File: config.mk
export PLATFORM = sky130hd
export DESIGN_NAME = quantNeuron
export DESIGN_NICKNAME = d
export VERILOG_FILES = /design/src/qnnPkg.sv /design/src/macAccumulator.sv /design/src/outputScaler.sv /design/src/quantCfgRegs.sv /design/src/quantNeuron.sv
export SDC_FILE = /design/constraint.sdc
export NUM_CORES = 1
export LEC_CHECK = 0
export ABC_AREA = 0
export BUFFER_PORTS_ARGS = -buffer_cell sky130_fd_sc_hd__buf_2
export CORE_UTILIZATION = 40
export DETAILED_ROUTE_END_ITERATION = 8
export RECOVER_POWER = 100
export SLEW_MARGIN = 20
export SYNTH_ARGS = -nofsm -noshare
export SYNTH_HDL_FRONTEND = slang
export SYNTH_SLANG_ARGS = --single-unit
File: constraint.sdc
create_clock -name clk -period 14.1 [get_ports clk]
set_clock_uncertainty 0.2 [all_clocks]
set_input_delay 1.41 -clock clk [delete_from_list [all_inputs] [get_ports clk]]
set_output_delay 1.41 -clock clk [all_outputs]
set_load 0.01 [all_outputs]
File: src/qnnPkg.sv
// Shared widths and state encoding for the requantizing neuron output stage.
// Modules take the defaults as qnnPkg::name in their parameter lists and
// import the package in the body where they need the rest.
`default_nettype none

package qnnPkg;

    // Activation and weight width, both signed
    localparam int operandWidth = 8;

    // Accumulator and vector sum width
    // Holds about 32 full-scale products before it wraps
    localparam int defaultInputWidth = 20;

    // Widest clipped result, in bits
    localparam int defaultMaxOutputWidth = 8;

    // Fraction bits of the unsigned fixed-point scale
    localparam int defaultFixedPointBits = 16;

    // Width of the extra arithmetic right shift
    localparam int defaultShiftBits = 5;

    // Accumulator state
    // accIdle means the next product starts a new vector
    // accRun means the next product adds to the running sum
    typedef enum logic {
        accIdle,
        accRun
    } accStateT;

endpackage

`default_nettype wire

File: src/macAccumulator.sv
// Signed multiply-accumulate over one vector of activation/weight pairs.
// One pair per inValid cycle; inLast marks the final pair. One cycle after
// that pair, accSum holds the vector sum and accDone pulses. A new vector can
// start on the very next cycle. The sum wraps at inputWidth bits.
`timescale 1ns/1ns
`default_nettype none

module macAccumulator #(
    parameter int inputWidth = qnnPkg::defaultInputWidth
) (
    input  wire logic                                 clk,
    input  wire logic                                 arstN,
    input  wire logic                                 inValid,
    input  wire logic                                 inLast,
    input  wire logic signed [qnnPkg::operandWidth-1:0] actIn,
    input  wire logic signed [qnnPkg::operandWidth-1:0] wgtIn,
    output logic      signed [inputWidth-1:0]         accSum,
    output logic                                      accDone
);

    import qnnPkg::*;

    // Full signed product width of one pair
    localparam int productWidth = 2 * operandWidth;

    accStateT                       state;
    logic signed [productWidth-1:0] product;
    logic signed [inputWidth-1:0]   productExt;
    logic signed [inputWidth-1:0]   runSum;
    logic signed [inputWidth-1:0]   nextSum;

    // Both operands signed, so a plain signed multiply
    assign product = actIn * wgtIn;

    // Sign-extend the product up to the accumulator width
    assign productExt = {{(inputWidth - productWidth){product[productWidth-1]}}, product};

    // First pair of a vector replaces the sum, later pairs add to it
    // Addition wraps naturally at inputWidth bits
    assign nextSum = (state == accIdle) ? productExt : runSum + productExt;

    // Control state
    always_ff @(posedge clk or negedge arstN) begin
        if (!arstN) begin
            state   <= accIdle;
            accDone <= 1'b0;
        end else begin
            accDone <= inValid && inLast;
            if (inValid) begin
                // Last pair closes the vector, anything else keeps it open
                state <= inLast ? accIdle : accRun;
            end
        end
    end

    // Running and completed sums
    always_ff @(posedge clk) begin
        if (inValid) begin
            runSum <= nextSum;
            if (inLast) begin
                accSum <= nextSum;
            end
        end
    end

    // inLast only counts together with a pair
    lastNeedsValid: assert property (
        @(posedge clk) disable iff (!arstN)
        inLast |-> inValid
    ) else $error("inLast without inValid");

    // Two done pulses in a row mean the second vector was a single pair
    // arriving right behind the last pair of the previous vector
    doneBackToBack: assert property (
        @(posedge clk) disable iff (!arstN)
        (accDone && $past(accDone)) |->
            $past(inValid && inLast, 1) && $past(inValid && inLast, 2) &&
            ($past(state, 1) == accIdle)
    ) else $error("accDone twice in a row without single-pair vectors");

endmodule

`default_nettype wire

File: src/outputScaler.sv
// Requantizing output scaler for one accumulated sum.
// sum * scale / 2^fixedPointBits, then an arithmetic right shift by shift,
// then a clip to a signed or unsigned range of outBits bits. Both shifts
// round toward minus infinity. The result is registered: outData updates
// and outValid pulses one cycle after accDone.
`timescale 1ns/1ns
`default_nettype none

module outputScaler #(
    parameter int inputWidth     = qnnPkg::defaultInputWidth,
    parameter int maxOutputWidth = qnnPkg::defaultMaxOutputWidth,
    parameter int fixedPointBits = qnnPkg::defaultFixedPointBits,
    parameter int shiftBits      = qnnPkg::defaultShiftBits
) (
    input  wire logic                                 clk,
    input  wire logic                                 arstN,
    input  wire logic signed [inputWidth-1:0]         accSum,
    input  wire logic                                 accDone,
    input  wire logic        [fixedPointBits-1:0]     scale,
    input  wire logic        [shiftBits-1:0]          shift,
    input  wire logic                                 isUnsigned,
    input  wire logic [$clog2(maxOutputWidth+1)-1:0]  outBits,
    output logic             [maxOutputWidth-1:0]     outData,
    output logic                                      outValid
);

    // Magnitude below 2^(inputWidth-1) times scale below 2^fixedPointBits
    // always fits in this many bits as a signed value
    localparam int productWidth = inputWidth + fixedPointBits;

    logic                            sumNeg;
    logic        [inputWidth-1:0]    sumMag;
    logic        [productWidth-1:0]  magProduct;
    logic signed [productWidth-1:0]  scaledSum;
    logic signed [productWidth-1:0]  fracDropped;
    logic signed [productWidth-1:0]  shifted;
    logic signed [productWidth-1:0]  limitHigh;
    logic signed [productWidth-1:0]  limitLow;
    logic        [maxOutputWidth-1:0] clipped;

    // Unsigned multiply on the magnitude avoids mixed-sign multiply rules
    always_comb begin
        sumNeg = accSum[inputWidth-1];
        // -(-2^(n-1)) still reads correctly as an unsigned magnitude
        sumMag = sumNeg ? -accSum : accSum;
        magProduct = productWidth'(sumMag) * productWidth'(scale);
        // Put the sign back
        scaledSum = sumNeg ? -$signed(magProduct) : $signed(magProduct);
    end

    // Drop the fraction, then apply the configured shift
    // Arithmetic shifts floor toward minus infinity for negative values
    always_comb begin
        fracDropped = scaledSum >>> fixedPointBits;
        shifted     = fracDropped >>> shift;
    end

    // Clip limits for the configured width and mode
    always_comb begin
        if (isUnsigned) begin
            // 0 .. 2^outBits - 1
            limitHigh = (productWidth'(1) << outBits) - 1;
            limitLow  = '0;
        end else begin
            // -2^(outBits-1) .. 2^(outBits-1) - 1
            limitHigh = (productWidth'(1) << (outBits - 1)) - 1;
            limitLow  = -$signed(productWidth'(1) << (outBits - 1));
        end
    end

    // Saturating clip, all compares signed at full product width
    always_comb begin
        if (shifted > limitHigh) begin
            clipped = limitHigh[maxOutputWidth-1:0];
        end else if (shifted < limitLow) begin
            clipped = limitLow[maxOutputWidth-1:0];
        end else begin
            clipped = shifted[maxOutputWidth-1:0];
        end
    end

    // Output register, loaded only when a new sum arrives
    always_ff @(posedge clk or negedge arstN) begin
        if (!arstN) begin
            outData  <= '0;
            outValid <= 1'b0;
        end else begin
            outValid <= accDone;
            if (accDone) begin
                outData <= clipped;
            end
        end
    end

    // Every result fits the mode and width that were live in the accDone cycle
    // Unsigned results have no bits above outBits, signed ones are sign-extended
    resultInRange: assert property (
        @(posedge clk) disable iff (!arstN)
        outValid |-> ($past(isUnsigned)
            ? ((outData >> $past(outBits)) == 0)
            : ((($signed(outData) >>> ($past(outBits) - 1)) == 0) ||
               (($signed(outData) >>> ($past(outBits) - 1)) == -1)))
    ) else $error("outData 0x%0h outside the configured range", outData);

endmodule

`default_nettype wire

File: src/quantCfgRegs.sv
// Requantization configuration registers.
// A one-cycle cfgLoad captures scale, shift, signed/unsigned mode and output
// width. The new values reach the scaler on the following cycle. Change the
// configuration only between vectors.
`timescale 1ns/1ns
`default_nettype none

module quantCfgRegs #(
    parameter int fixedPointBits = qnnPkg::defaultFixedPointBits,
    parameter int shiftBits      = qnnPkg::defaultShiftBits,
    parameter int maxOutputWidth = qnnPkg::defaultMaxOutputWidth
) (
    input  wire logic                                 clk,
    input  wire logic                                 arstN,
    input  wire logic                                 cfgLoad,
    input  wire logic [fixedPointBits-1:0]            cfgScale,
    input  wire logic [shiftBits-1:0]                 cfgShift,
    input  wire logic                                 cfgUnsigned,
    input  wire logic [$clog2(maxOutputWidth+1)-1:0]  cfgOutBits,
    output logic      [fixedPointBits-1:0]            scale,
    output logic      [shiftBits-1:0]                 shift,
    output logic                                      isUnsigned,
    output logic      [$clog2(maxOutputWidth+1)-1:0]  outBits
);

    // Width of the output-bits field, same as the port above
    localparam int outBitsWidth = $clog2(maxOutputWidth + 1);

    // Reset gives scale 0, shift 0, signed mode, full output width
    always_ff @(posedge clk or negedge arstN) begin
        if (!arstN) begin
            scale      <= '0;
            shift      <= '0;
            isUnsigned <= 1'b0;
            outBits    <= outBitsWidth'(maxOutputWidth);
        end else if (cfgLoad) begin
            scale      <= cfgScale;
            shift      <= cfgShift;
            isUnsigned <= cfgUnsigned;
            outBits    <= cfgOutBits;
        end
    end

    // Output width must stay within 1..maxOutputWidth
    // A zero width would make the clip limits meaningless in the scaler
    cfgOutBitsRange: assert property (
        @(posedge clk) disable iff (!arstN)
        cfgLoad |-> (cfgOutBits != '0) && (cfgOutBits <= maxOutputWidth)
    ) else $error("cfgOutBits %0d out of range on load", cfgOutBits);

endmodule

`default_nettype wire

File: src/quantNeuron.sv
// Top level of the requantizing neuron output stage.
// Config registers, multiply-accumulate and output scaler in a chain.
// outValid follows the inValid-with-inLast cycle by exactly two cycles.
// Results are pulses with no back-pressure.
`timescale 1ns/1ns
`default_nettype none

module quantNeuron #(
    parameter int inputWidth     = qnnPkg::defaultInputWidth,
    parameter int maxOutputWidth = qnnPkg::defaultMaxOutputWidth,
    parameter int fixedPointBits = qnnPkg::defaultFixedPointBits,
    parameter int shiftBits      = qnnPkg::defaultShiftBits
) (
    input  wire logic                                   clk,
    input  wire logic                                   arstN,
    // Configuration load
    input  wire logic                                   cfgLoad,
    input  wire logic        [fixedPointBits-1:0]       cfgScale,
    input  wire logic        [shiftBits-1:0]            cfgShift,
    input  wire logic                                   cfgUnsigned,
    input  wire logic [$clog2(maxOutputWidth+1)-1:0]    cfgOutBits,
    // Operand stream
    input  wire logic                                   inValid,
    input  wire logic                                   inLast,
    input  wire logic signed [qnnPkg::operandWidth-1:0] actIn,
    input  wire logic signed [qnnPkg::operandWidth-1:0] wgtIn,
    // Result
    output logic                                        outValid,
    output logic             [maxOutputWidth-1:0]       outData
);

    // Live configuration
    logic        [fixedPointBits-1:0]            scale;
    logic        [shiftBits-1:0]                 shift;
    logic                                        isUnsigned;
    logic        [$clog2(maxOutputWidth+1)-1:0]  outBits;

    // Completed vector sum
    logic signed [inputWidth-1:0]                accSum;
    logic                                        accDone;

    quantCfgRegs #(
        .fixedPointBits(fixedPointBits),
        .shiftBits     (shiftBits),
        .maxOutputWidth(maxOutputWidth)
    ) i_cfgRegs (
        .clk        (clk),
        .arstN      (arstN),
        .cfgLoad    (cfgLoad),
        .cfgScale   (cfgScale),
        .cfgShift   (cfgShift),
        .cfgUnsigned(cfgUnsigned),
        .cfgOutBits (cfgOutBits),
        .scale      (scale),
        .shift      (shift),
        .isUnsigned (isUnsigned),
        .outBits    (outBits)
    );

    macAccumulator #(
        .inputWidth(inputWidth)
    ) i_mac (
        .clk    (clk),
        .arstN  (arstN),
        .inValid(inValid),
        .inLast (inLast),
        .actIn  (actIn),
        .wgtIn  (wgtIn),
        .accSum (accSum),
        .accDone(accDone)
    );

    // Scaler samples the config in the accDone cycle
    outputScaler #(
        .inputWidth    (inputWidth),
        .maxOutputWidth(maxOutputWidth),
        .fixedPointBits(fixedPointBits),
        .shiftBits     (shiftBits)
    ) i_scaler (
        .clk       (clk),
        .arstN     (arstN),
        .accSum    (accSum),
        .accDone   (accDone),
        .scale     (scale),
        .shift     (shift),
        .isUnsigned(isUnsigned),
        .outBits   (outBits),
        .outData   (outData),
        .outValid  (outValid)
    );

endmodule

`default_nettype wire

==> flow_summary.ini, run 1 <==
[job]
drv_cap = 2

[synth]
synth_compound_area_share_pct = 15.4
ys_types = 89
synth.top_cell.area_share_pct = 27.8
synth_area_leaders = fa_1 (28%), ha_1 (12%), inv_1 (6.4%)
yosys.area.top_type = fa_1
synth_mux_area_share_pct = 2.43
synthFlopType = edfxtp_1
synth_fa_ha_area_share_pct = 39.7
avgSynthCellArea_um2 = 8.38
yosys.area_share.simple_pct = 19.6
synth_edf_count = 40
synthesis.nets = 3196
synth-seq-cells = 77
yosysWarnings = 0
async_flop_share_pct = 48.1
netlist_instances = 2633
yosysSeqAreaShare_pct = 9.65
yosys.area_share.xor_xnor_pct = 4.33
syn_area_um2 = 22100
synth_top_family_by_area = adder cells

[cts]
clk_path_buf_depth = 2
clk-insertion-delay-late_ns = 0.39
numCtsBuffers = 9
ctsHoldBuffers = 0
clk_transition_reported_paths_ns = 0.07
cts_tree = done
root_buffer = clkbuf_16
cts_sinks = 77
h-tree-depth = 3

[worst_setup_path]
critPathMostFrequentCell = fa_1
path_class = flip-flop to flip-flop
slowest_delay_ns = 0.57
path_max_fanout = 12
crit_path_start_kind = flip-flop
rrSetupSlack_ns = 0.86
cpMaxStageDelayCell = fa_1
crit_required_ns = 14.15
end_kind = flip-flop
crit_arrival_ns = 13.29

[finish]
drive_gt1_share_pct = 6.28
n_fill_cell = 5429
multi_input_area_um2 = 18000
final_area_um2 = 23300
syn_to_final_growth_pct = 5.70
layout.nets = 3169
n_antenna_cell = 0
register_area_um2 = 2130
fin_util_pct = 43.1

[sta]
hold_violations = 0
tightest_slew_ns = 2.89
setup_violations = 0
finalMaxSlewViolations = 73
hold_slack_ns = 0.361
fin_crit_ns = 13.24
rsz0062_at_grt = false
final.setup.worst_slack_ns = 0.859
fmax_ghz = 0.0755
fin_crit_sh_pct = 93.9
slew-limit-headroom_pct = -92.3

[die]
die_area_um2 = 56100
start_util_pct = 40.7
io_pins = 56
die_x_um = 237
rows = 85
die_h_um = 237
fp.coreArea_um2 = 54100

[place]
gp_congestion = 0.922
post-place-ws_ns = -0.168
portBuffers = 55
hpwlAfterDp_um = 50200
placed_area_um2 = 23000

[grt]
grt_max_degree = 49
grt_pass1_wl_um = 101000
grt_pass1_vias = 19600
grtUsageTotal_pct = 22.4
grt_overflow = 0
antenna_found_initial = 1

[drt]
via_count = 18500
viasPerCell = 5.60
firstDrtPassIters = 5
avgRoutedWirePerCell_um = 18.4
drc = 0
wl_um = 60700
ant_nets = 0
drtIter0Drc = 1251

[outcome]
violations = max-capacitance violations, max-slew violations
outcome = finished with violations

[worst_hold_path]
hp-class = flip-flop to flip-flop
cells by family after synthesis:
logic type,after synthesis
buf+inv,511
simple gates,869
xor+xnor,109
compound gates,502
mux,48
flops,77
fa+ha+maj,517
critical path, delay by kind of cell, from the launching register on:
family / cells / cell delay [ns]
XOR/XNOR: 2 / 0.53
buffers and inverters: 3 / 0.29
adder cells (fa/ha/maj): 8 / 3.72
AND/OR/NAND/NOR: 16 / 3.07
AO/OA/AOI/OAI: 19 / 4.85
flip-flops: 1 / 0.43
stage by stage:
step | TNS [ns] | cells
finish | 0 | 3307
floorplan | 0 | 2633
global placement | 0 | 3291
detailed placement | -0.946 | 3291
global route | 0 | 3307
CTS | 0 | 3307
layer usage:
metal | vias to the layer above | track usage [%] | part of all wire (%)
met1 | 9193 | 28.5 | 43
met4 | 0 | 6.51 | 2.6
met3 | 103 | 3.17 | 4.8
met2 | 526 | 39.3 | 49
met5 | - | 0 | 0
li1 | 8691 | - | -
registers in the layout, summed over array words and instances (netlist names), 4 cells and up:
register	flops
i_mac.runSum	20
i_mac.accSum	20
i_cfgRegs.outBits	4
i_cfgRegs.shift	5
i_scaler.outData	8
i_cfgRegs.scale	16
synthesized netlist by cell type, drive strengths merged (5+ instances only):
library cell and number:
xor2 30, fa 306, a311o 5, a31oi 19, a21oi 115, nor3 47
or2 11, o211a 6, mux2 35, a21boi 5, nor2 110, a221o 9
buf 23, o311ai 9, dfrtp 36, a41oi 5, nand2 331, clkbuf 109
nor2b 11, a2bb2oi 9, xnor2 79, a22oi 21, a221oi 12, edfxtp 40
nand4 22, a21o 29, o21a 16, and3 16, and2 222, o21ai 105
inv 377, o211ai 25, o41ai 6, o31ai 13, nand3 39, o22ai 15
o2111ai 8, nor4 15, or3 14, mux2i 12, nand2b 17, ha 210
o21bai 26, a211oi 11
worst paths after layout:
check / start / to / cells past startpoint
min in group asynchronous: arstN / i_cfgRegs.outBits[0]$_DFFE_PN0P_ / 2
worst max register to register: i_mac.accSum[3]$_DFFE_PP_ / i_scaler.outData[3]$_DFFE_PN0P_ / 48
max in group asynchronous: arstN / i_cfgRegs.scale[6]$_DFFE_PN0P_ / 2
worst min register to register: i_scaler.outData[0]$_DFFE_PN0P_ / i_scaler.outData[0]$_DFFE_PN0P_ / 2
worst max-delay path: i_mac.accSum[3]$_DFFE_PP_ / i_scaler.outData[3]$_DFFE_PN0P_ / 48
worst min-delay path: i_scaler.outData[0]$_DFFE_PN0P_ / i_scaler.outData[0]$_DFFE_PN0P_ / 2
final cells by class:
cell class                 count  area share [%]
multi-input combinational   2045            77.3
sequential                    77            9.13
inverter                     379            6.10
tap                          696            3.74
timing repair buffer          94            2.34
clock buffer                   9           0.966
clock inverter                 7           0.392
layout by cell type (no fill, tap or decap), types with 10 or more instances in the layout:
master / synthesis / layout
inv_1: 377 / 377
xnor2_1: 79 / 76
mux2_1: 0 / 10
o31ai_1: 13 / 13
buf_4: 7 / 38
or3_1: 14 / 14
nand4_1: 22 / 22
nor3_1: 46 / 45
nor2b_1: 11 / 11
fa_1: 306 / 306
nand2_1: 330 / 330
or2_2: 10 / 10
mux2i_1: 12 / 12
a221oi_1: 11 / 10
a31oi_1: 18 / 18
nor2_1: 110 / 110
o211ai_1: 25 / 25
buf_2: 10 / 40
mux2_2: 35 / 25
nand3_1: 39 / 39
o21a_1: 16 / 16
o22ai_1: 14 / 13
nand2b_1: 17 / 17
nor4_1: 13 / 11
xor2_1: 30 / 29
a21o_1: 29 / 29
dfrtp_1: 36 / 36
ha_1: 210 / 210
a211oi_1: 11 / 10
a21oi_1: 113 / 113
edfxtp_1: 40 / 40
and2_1: 221 / 213
a22oi_1: 21 / 21
and3_1: 16 / 16
o21ai_0: 102 / 101
o21bai_1: 26 / 26
clkbuf_1: 109 / 16
timing repair:
action	in CTS	in global routing
setup endpoints to repair	6	8
setup buffers	0	0
resized for setup	2	10
Power of run 1 is left out: the tool's default activity adds up to more than one toggle a clock period on the data nets, which glitch-free logic cannot reach.
==> run 2, diff against run 1 <==
TNS_END_PERCENT = 10   (was unset)
clock period = 16.4 ns   (was 14.1 ns; I/O delays follow)
==> run 2 against run 1 <==
The flow still finishes with violations (max-capacitance violations, max-slew violations); count of clock-buffer cells in the layout did not move; non-clock buffer count decreased by 11; core utilization shrank 0.21 points; cell area is 0.48% lower; maximum frequency shrank 6.7%; sequential cell count is the same; critical path depth shrank 2; sequential share of layout area barely moved; register-to-register slack gained 1.4 ns; first-iteration DRC count up 0.72%; highest routed layer unchanged; die area is the same.
==> flow_summary.ini, run 2 (synthesis results as in run 1) <==
[outcome]
outcome = finished with violations
violations = max-capacitance violations, max-slew violations

[die]
fp.coreArea_um2 = 54100
die_h_um = 237
die_area_um2 = 56100
io_pins = 56
start_util_pct = 40.7
die_x_um = 237
rows = 85

[drt]
wl_um = 59500
viasPerCell = 5.64
firstDrtPassIters = 8
drc = 0
via_count = 18600
drtIter0Drc = 1260
ant_nets = 0
avgRoutedWirePerCell_um = 18.0

[cts]
cts_tree = done
cts_resized = 0
post_cts_buffers = 0
clk-insertion-delay-late_ns = 0.38
root_buffer = clkbuf_16
cts_sinks = 77
clk_transition_reported_paths_ns = 0.08
ctsHoldBuffers = 0
numCtsBuffers = 9
h-tree-depth = 3
clk_path_buf_depth = 2

[grt]
antenna_found_initial = 0
grt_max_degree = 49
grt_overflow = 0
grt_pass1_wl_um = 99800
grtUsageTotal_pct = 22.0
grt_pass1_vias = 19200

[sta]
slew-limit-headroom_pct = -87.1
setup_violations = 0
fmax_ghz = 0.0705
fin_crit_sh_pct = 86.5
tightest_slew_ns = 2.81
hold_violations = 0
fin_crit_ns = 14.19
final.setup.tns_ns = 0
finalMaxSlewViolations = 73
rsz0062_at_grt = false

[worst_setup_path]
crit_path_start_kind = flip-flop
cpMaxStageDelayCell = a311o_1
crit_arrival_ns = 14.25
rrSetupSlack_ns = 2.21
path_class = flip-flop to flip-flop
path_max_fanout = 19
critPathMostFrequentCell = fa_1
crit_buf_inv = 3
slowest_delay_ns = 0.78
crit_required_ns = 16.47
cp_top_family = compound AO/OA/AOI/OAI gates
end_kind = flip-flop

[finish]
layout.nets = 3158
n_fill_cell = 5341
register_area_um2 = 2130
syn_to_final_growth_pct = 5.19
drive_gt1_share_pct = 5.85
top_regs = i_mac.accSum (20), i_mac.runSum (20), i_cfgRegs.scale (16)
layout_common_cells = inv_1 (377), nand2_1 (330), fa_1 (306), and2_1 (214), ha_1 (210)
n_antenna_cell = 0
final_common_cell = inv_1
multi_input_area_um2 = 18000

[place]
portBuffers = 55
gp_congestion = 0.923
hpwlAfterDp_um = 48900

[worst_hold_path]
hp-class = flip-flop to flip-flop

[job]
drv_cap = 2
run 2: changes by cell type in the layout (fill, tap and decap cells not counted), moves of 2 or more:
cell      previous run  this run
buf_4               38        27
clkbuf_1            16        13
inv_6                3         1
o22ai_1             13        15
o311ai_1             3         1
inv_4                0         2
inv_8                1         3
buf_2               40        43
run 2: per-stage QoR:
step | instance area, um2 | cells | utilization, % | hold WS [ns] | worst slack (ns)
global route | 23200 | 3296 | 42.9 | 0.406 | 1.02
finish | 23200 | 3296 | 42.9 | 0.369 | 2.21
global placement | 22900 | 3280 | 42.3 | 0.342 | 2.55
CTS | 23200 | 3296 | 42.9 | 0.373 | 2.32
floorplan | 22100 | 2633 | - | 0.152 | 4.12
detailed placement | 22900 | 3280 | 42.3 | 0.356 | 2.43
run 2: metal layers:
layer / part of all wire [%] / GRT usage (%) / up-vias
met5: 0 / 0 / -
met4: 1.8 / 5.04 / 0
met3: 4.3 / 2.66 / 69
met2: 50 / 39.1 / 493
met1: 44 / 28.3 / 9343
li1: - / - / 8675
run 2: cell type report:
type | instances | share of cell area, %
timing repair buffer | 83 | 2.01
clock buffer | 9 | 0.971
sequential | 77 | 9.17
inverter | 379 | 6.13
tap | 696 | 3.75
clock inverter | 7 | 0.367
multi-input combinational | 2045 | 77.6
run 2: worst reg2reg max path, delay by kind of cell (launching register included):
family | cells | cell delay (ns)
fa+ha+maj | 8 | 3.84
simple gates | 16 | 3.45
buf+inv | 3 | 0.76
xor+xnor | 2 | 0.67
flops | 1 | 0.43
compound gates | 17 | 4.74
run 2: final timing paths:
check / start / endpoint / cells after the start
setup / recovery: i_mac.accSum[4]$_DFFE_PP_ / i_scaler.outData[4]$_DFFE_PN0P_ / 46
hold / removal: i_scaler.outData[0]$_DFFE_PN0P_ / i_scaler.outData[0]$_DFFE_PN0P_ / 2
setup reg to reg: i_mac.accSum[4]$_DFFE_PP_ / i_scaler.outData[4]$_DFFE_PN0P_ / 46
hold reg to reg: i_scaler.outData[0]$_DFFE_PN0P_ / i_scaler.outData[0]$_DFFE_PN0P_ / 2
max in group asynchronous: arstN / i_cfgRegs.scale[10]$_DFFE_PN0P_ / 2
min in group asynchronous: arstN / i_cfgRegs.shift[3]$_DFFE_PN0P_ / 2
Power of run 2 is left out for the same reason.
==> run 3, diff against run 2 <==
BUFFER_PORTS_ARGS = unset   (was -buffer_cell sky130_fd_sc_hd__buf_2)
DONT_BUFFER_PORTS = 1   (was unset)
==> run 3 against run 2 <==
The flow still finishes with violations (max-capacitance violations, max-slew violations); worst setup slack worse by 0.38 ns; cell area shrank 1.1%; maximum frequency shrank 2.6%; via count down 1.4%; critical path depth shrank 2; die area unchanged; count of clock-buffer cells in the layout is 1 higher; first-iteration DRC count rose by 3.7%; final cell count is 1.8% lower; critical path type unchanged.
==> flow_summary.ini, run 3 (synthesis results as in run 1) <==
[outcome]
outcome = finished with violations
violations = max-capacitance violations, max-slew violations

[worst_setup_path]
worstSetupEndpoint = i_scaler.outData[3]$_DFFE_PN0P_
cpMaxStageDelayCell = xor2_1
critPathMostFrequentCell = fa_1
slowest_delay_ns = 0.98
crit_arrival_ns = 14.63
crit_path_start_kind = flip-flop
crit_start = i_mac.accSum[4]$_DFFE_PP_
reg2reg_depth = 44
rrSetupSlack_ns = 1.84
crit_required_ns = 16.47
end_kind = flip-flop
rr_startpoint = i_mac.accSum[4]$_DFFE_PP_
path_class = flip-flop to flip-flop
reg2reg_to = i_scaler.outData[3]$_DFFE_PN0P_
path_max_fanout = 16

[grt]
grt_pass1_wl_um = 100000
antenna_found_initial = 1
grt_max_degree = 49
grt_pass1_vias = 19100
grtUsageTotal_pct = 22.2
grt_overflow = 0

[cts]
clk-insertion-delay-late_ns = 0.39
numCtsBuffers = 9
clk_path_buf_depth = 2
post_cts_buffers = 0
h-tree-depth = 3
cts_tree = done
ctsHoldBuffers = 0
clk_transition_reported_paths_ns = 0.08
cts_sinks = 77
root_buffer = clkbuf_16
cts_resized = 0

[job]
drv_cap = 1

[drt]
drtIter0Drc = 1306
wl_met3_um = 2990
met1_length_um = 25800
wl_um = 59700
drc = 0
routed-wl-met2_um = 29400
ant_nets = 0
firstDrtPassIters = 5
viasPerCell = 5.66
avgRoutedWirePerCell_um = 18.5
via_count = 18300
dr.max_layer_used = met5

[finish]
instances_no_fill = 3236
drive_gt1_share_pct = 4.06
top_regs = i_mac.accSum (20), i_mac.runSum (20), i_cfgRegs.scale (16)
final_area_um2 = 23000
n_antenna_cell = 0
final_common_cell = inv_1
layout_common_cells = inv_1 (377), nand2_1 (330), fa_1 (306), and2_1 (214), ha_1 (210)
syn_to_final_growth_pct = 4.06
layout.nets = 3098

[die]
rows = 85
die_h_um = 237
die_x_um = 237
die_area_um2 = 56100
io_pins = 56
start_util_pct = 40.7
fp.coreArea_um2 = 54100

[sta]
fin_crit_sh_pct = 88.8
final.setup.tns_ns = 0
hold_violations = 0
slew-limit-headroom_pct = -30.9
fin_crit_ns = 14.56
rsz0062_at_grt = false
setup_violations = 0
finalMaxSlewViolations = 49
tightest_slew_ns = 1.96
fmax_ghz = 0.0687

[place]
placed_area_um2 = 22600
gp_congestion = 0.938
dp.cells = 3220
hpwlAfterDp_um = 48500
portBuffers = 0

[worst_hold_path]
hp-class = flip-flop to flip-flop
## run 3: changes by cell type in the layout (fill, tap and decap cells not counted), moves of 2 or more
cell / delta
clkbuf_1: -11
mux2_1: +2
inv_6: +2
inv_8: -3
buf_4: -5
inv_4: -2
mux2_2: -2
bufinv_16: +2
buf_2: -43
## run 3: final cells by class
cell class | count | area (um2)
flip-flops and latches | 77 | 2130
well taps | 696 | 871
inverters | 379 | 1420
repair buffers | 23 | 169
clock buffers | 10 | 229
fillers | 5390 | 31200
multi-input cells | 2045 | 18000
clock inverters | 6 | 116
## run 3: how the worst min path moves through the flow
stage / from / endpoint / slack [ns] / depth (start not counted)
after floorplan: i_mac.accDone$_DFF_PN0_ / i_scaler.outValid$_DFF_PN0_ / 0.15 / 0
after global placement: i_scaler.outData[0]$_DFFE_PN0P_ / i_scaler.outData[0]$_DFFE_PN0P_ / 0.46 / 2
after detailed placement: i_scaler.outData[0]$_DFFE_PN0P_ / i_scaler.outData[0]$_DFFE_PN0P_ / 0.44 / 2
after CTS: i_scaler.outData[0]$_DFFE_PN0P_ / i_scaler.outData[0]$_DFFE_PN0P_ / 0.46 / 2
after global routing: i_scaler.outData[0]$_DFFE_PN0P_ / i_scaler.outData[0]$_DFFE_PN0P_ / 0.47 / 2
final: i_scaler.outData[0]$_DFFE_PN0P_ / i_scaler.outData[0]$_DFFE_PN0P_ / 0.46 / 2
## run 3: worst max-delay path: cells and delay by family (launching register included)
family                     cells  cell delay (ns)
AOI/OAI and AO/OA             16             4.59
adders and majority gates      8             3.82
and+or+nand+nor               16             3.71
xor gates and xnor gates       2             1.24
DFF                            1             0.43
muxes                          1             0.37
buffers and inverters          1             0.05
## run 3: metrics by stage
stage,worst slack (ns),hold slack [ns],utilization (%)
after detailed placement,2.01,0.441,41.7
after global routing,0.838,0.468,42.4
final,1.84,0.461,42.4
after floorplan,4.12,0.152,-
after CTS,2.03,0.456,42.4
after global placement,2.47,0.463,41.7
## run 3: routing by layer
| layer | vias to the layer above | global-route usage, % |
|---|---|---|
| met2 | 565 | 39.1 |
| met5 | - | 0 |
| li1 | 8554 | - |
| met1 | 9104 | 28.3 |
| met4 | 2 | 6.06 |
| met3 | 103 | 3.00 |
Power of run 3 is left out for the same reason.
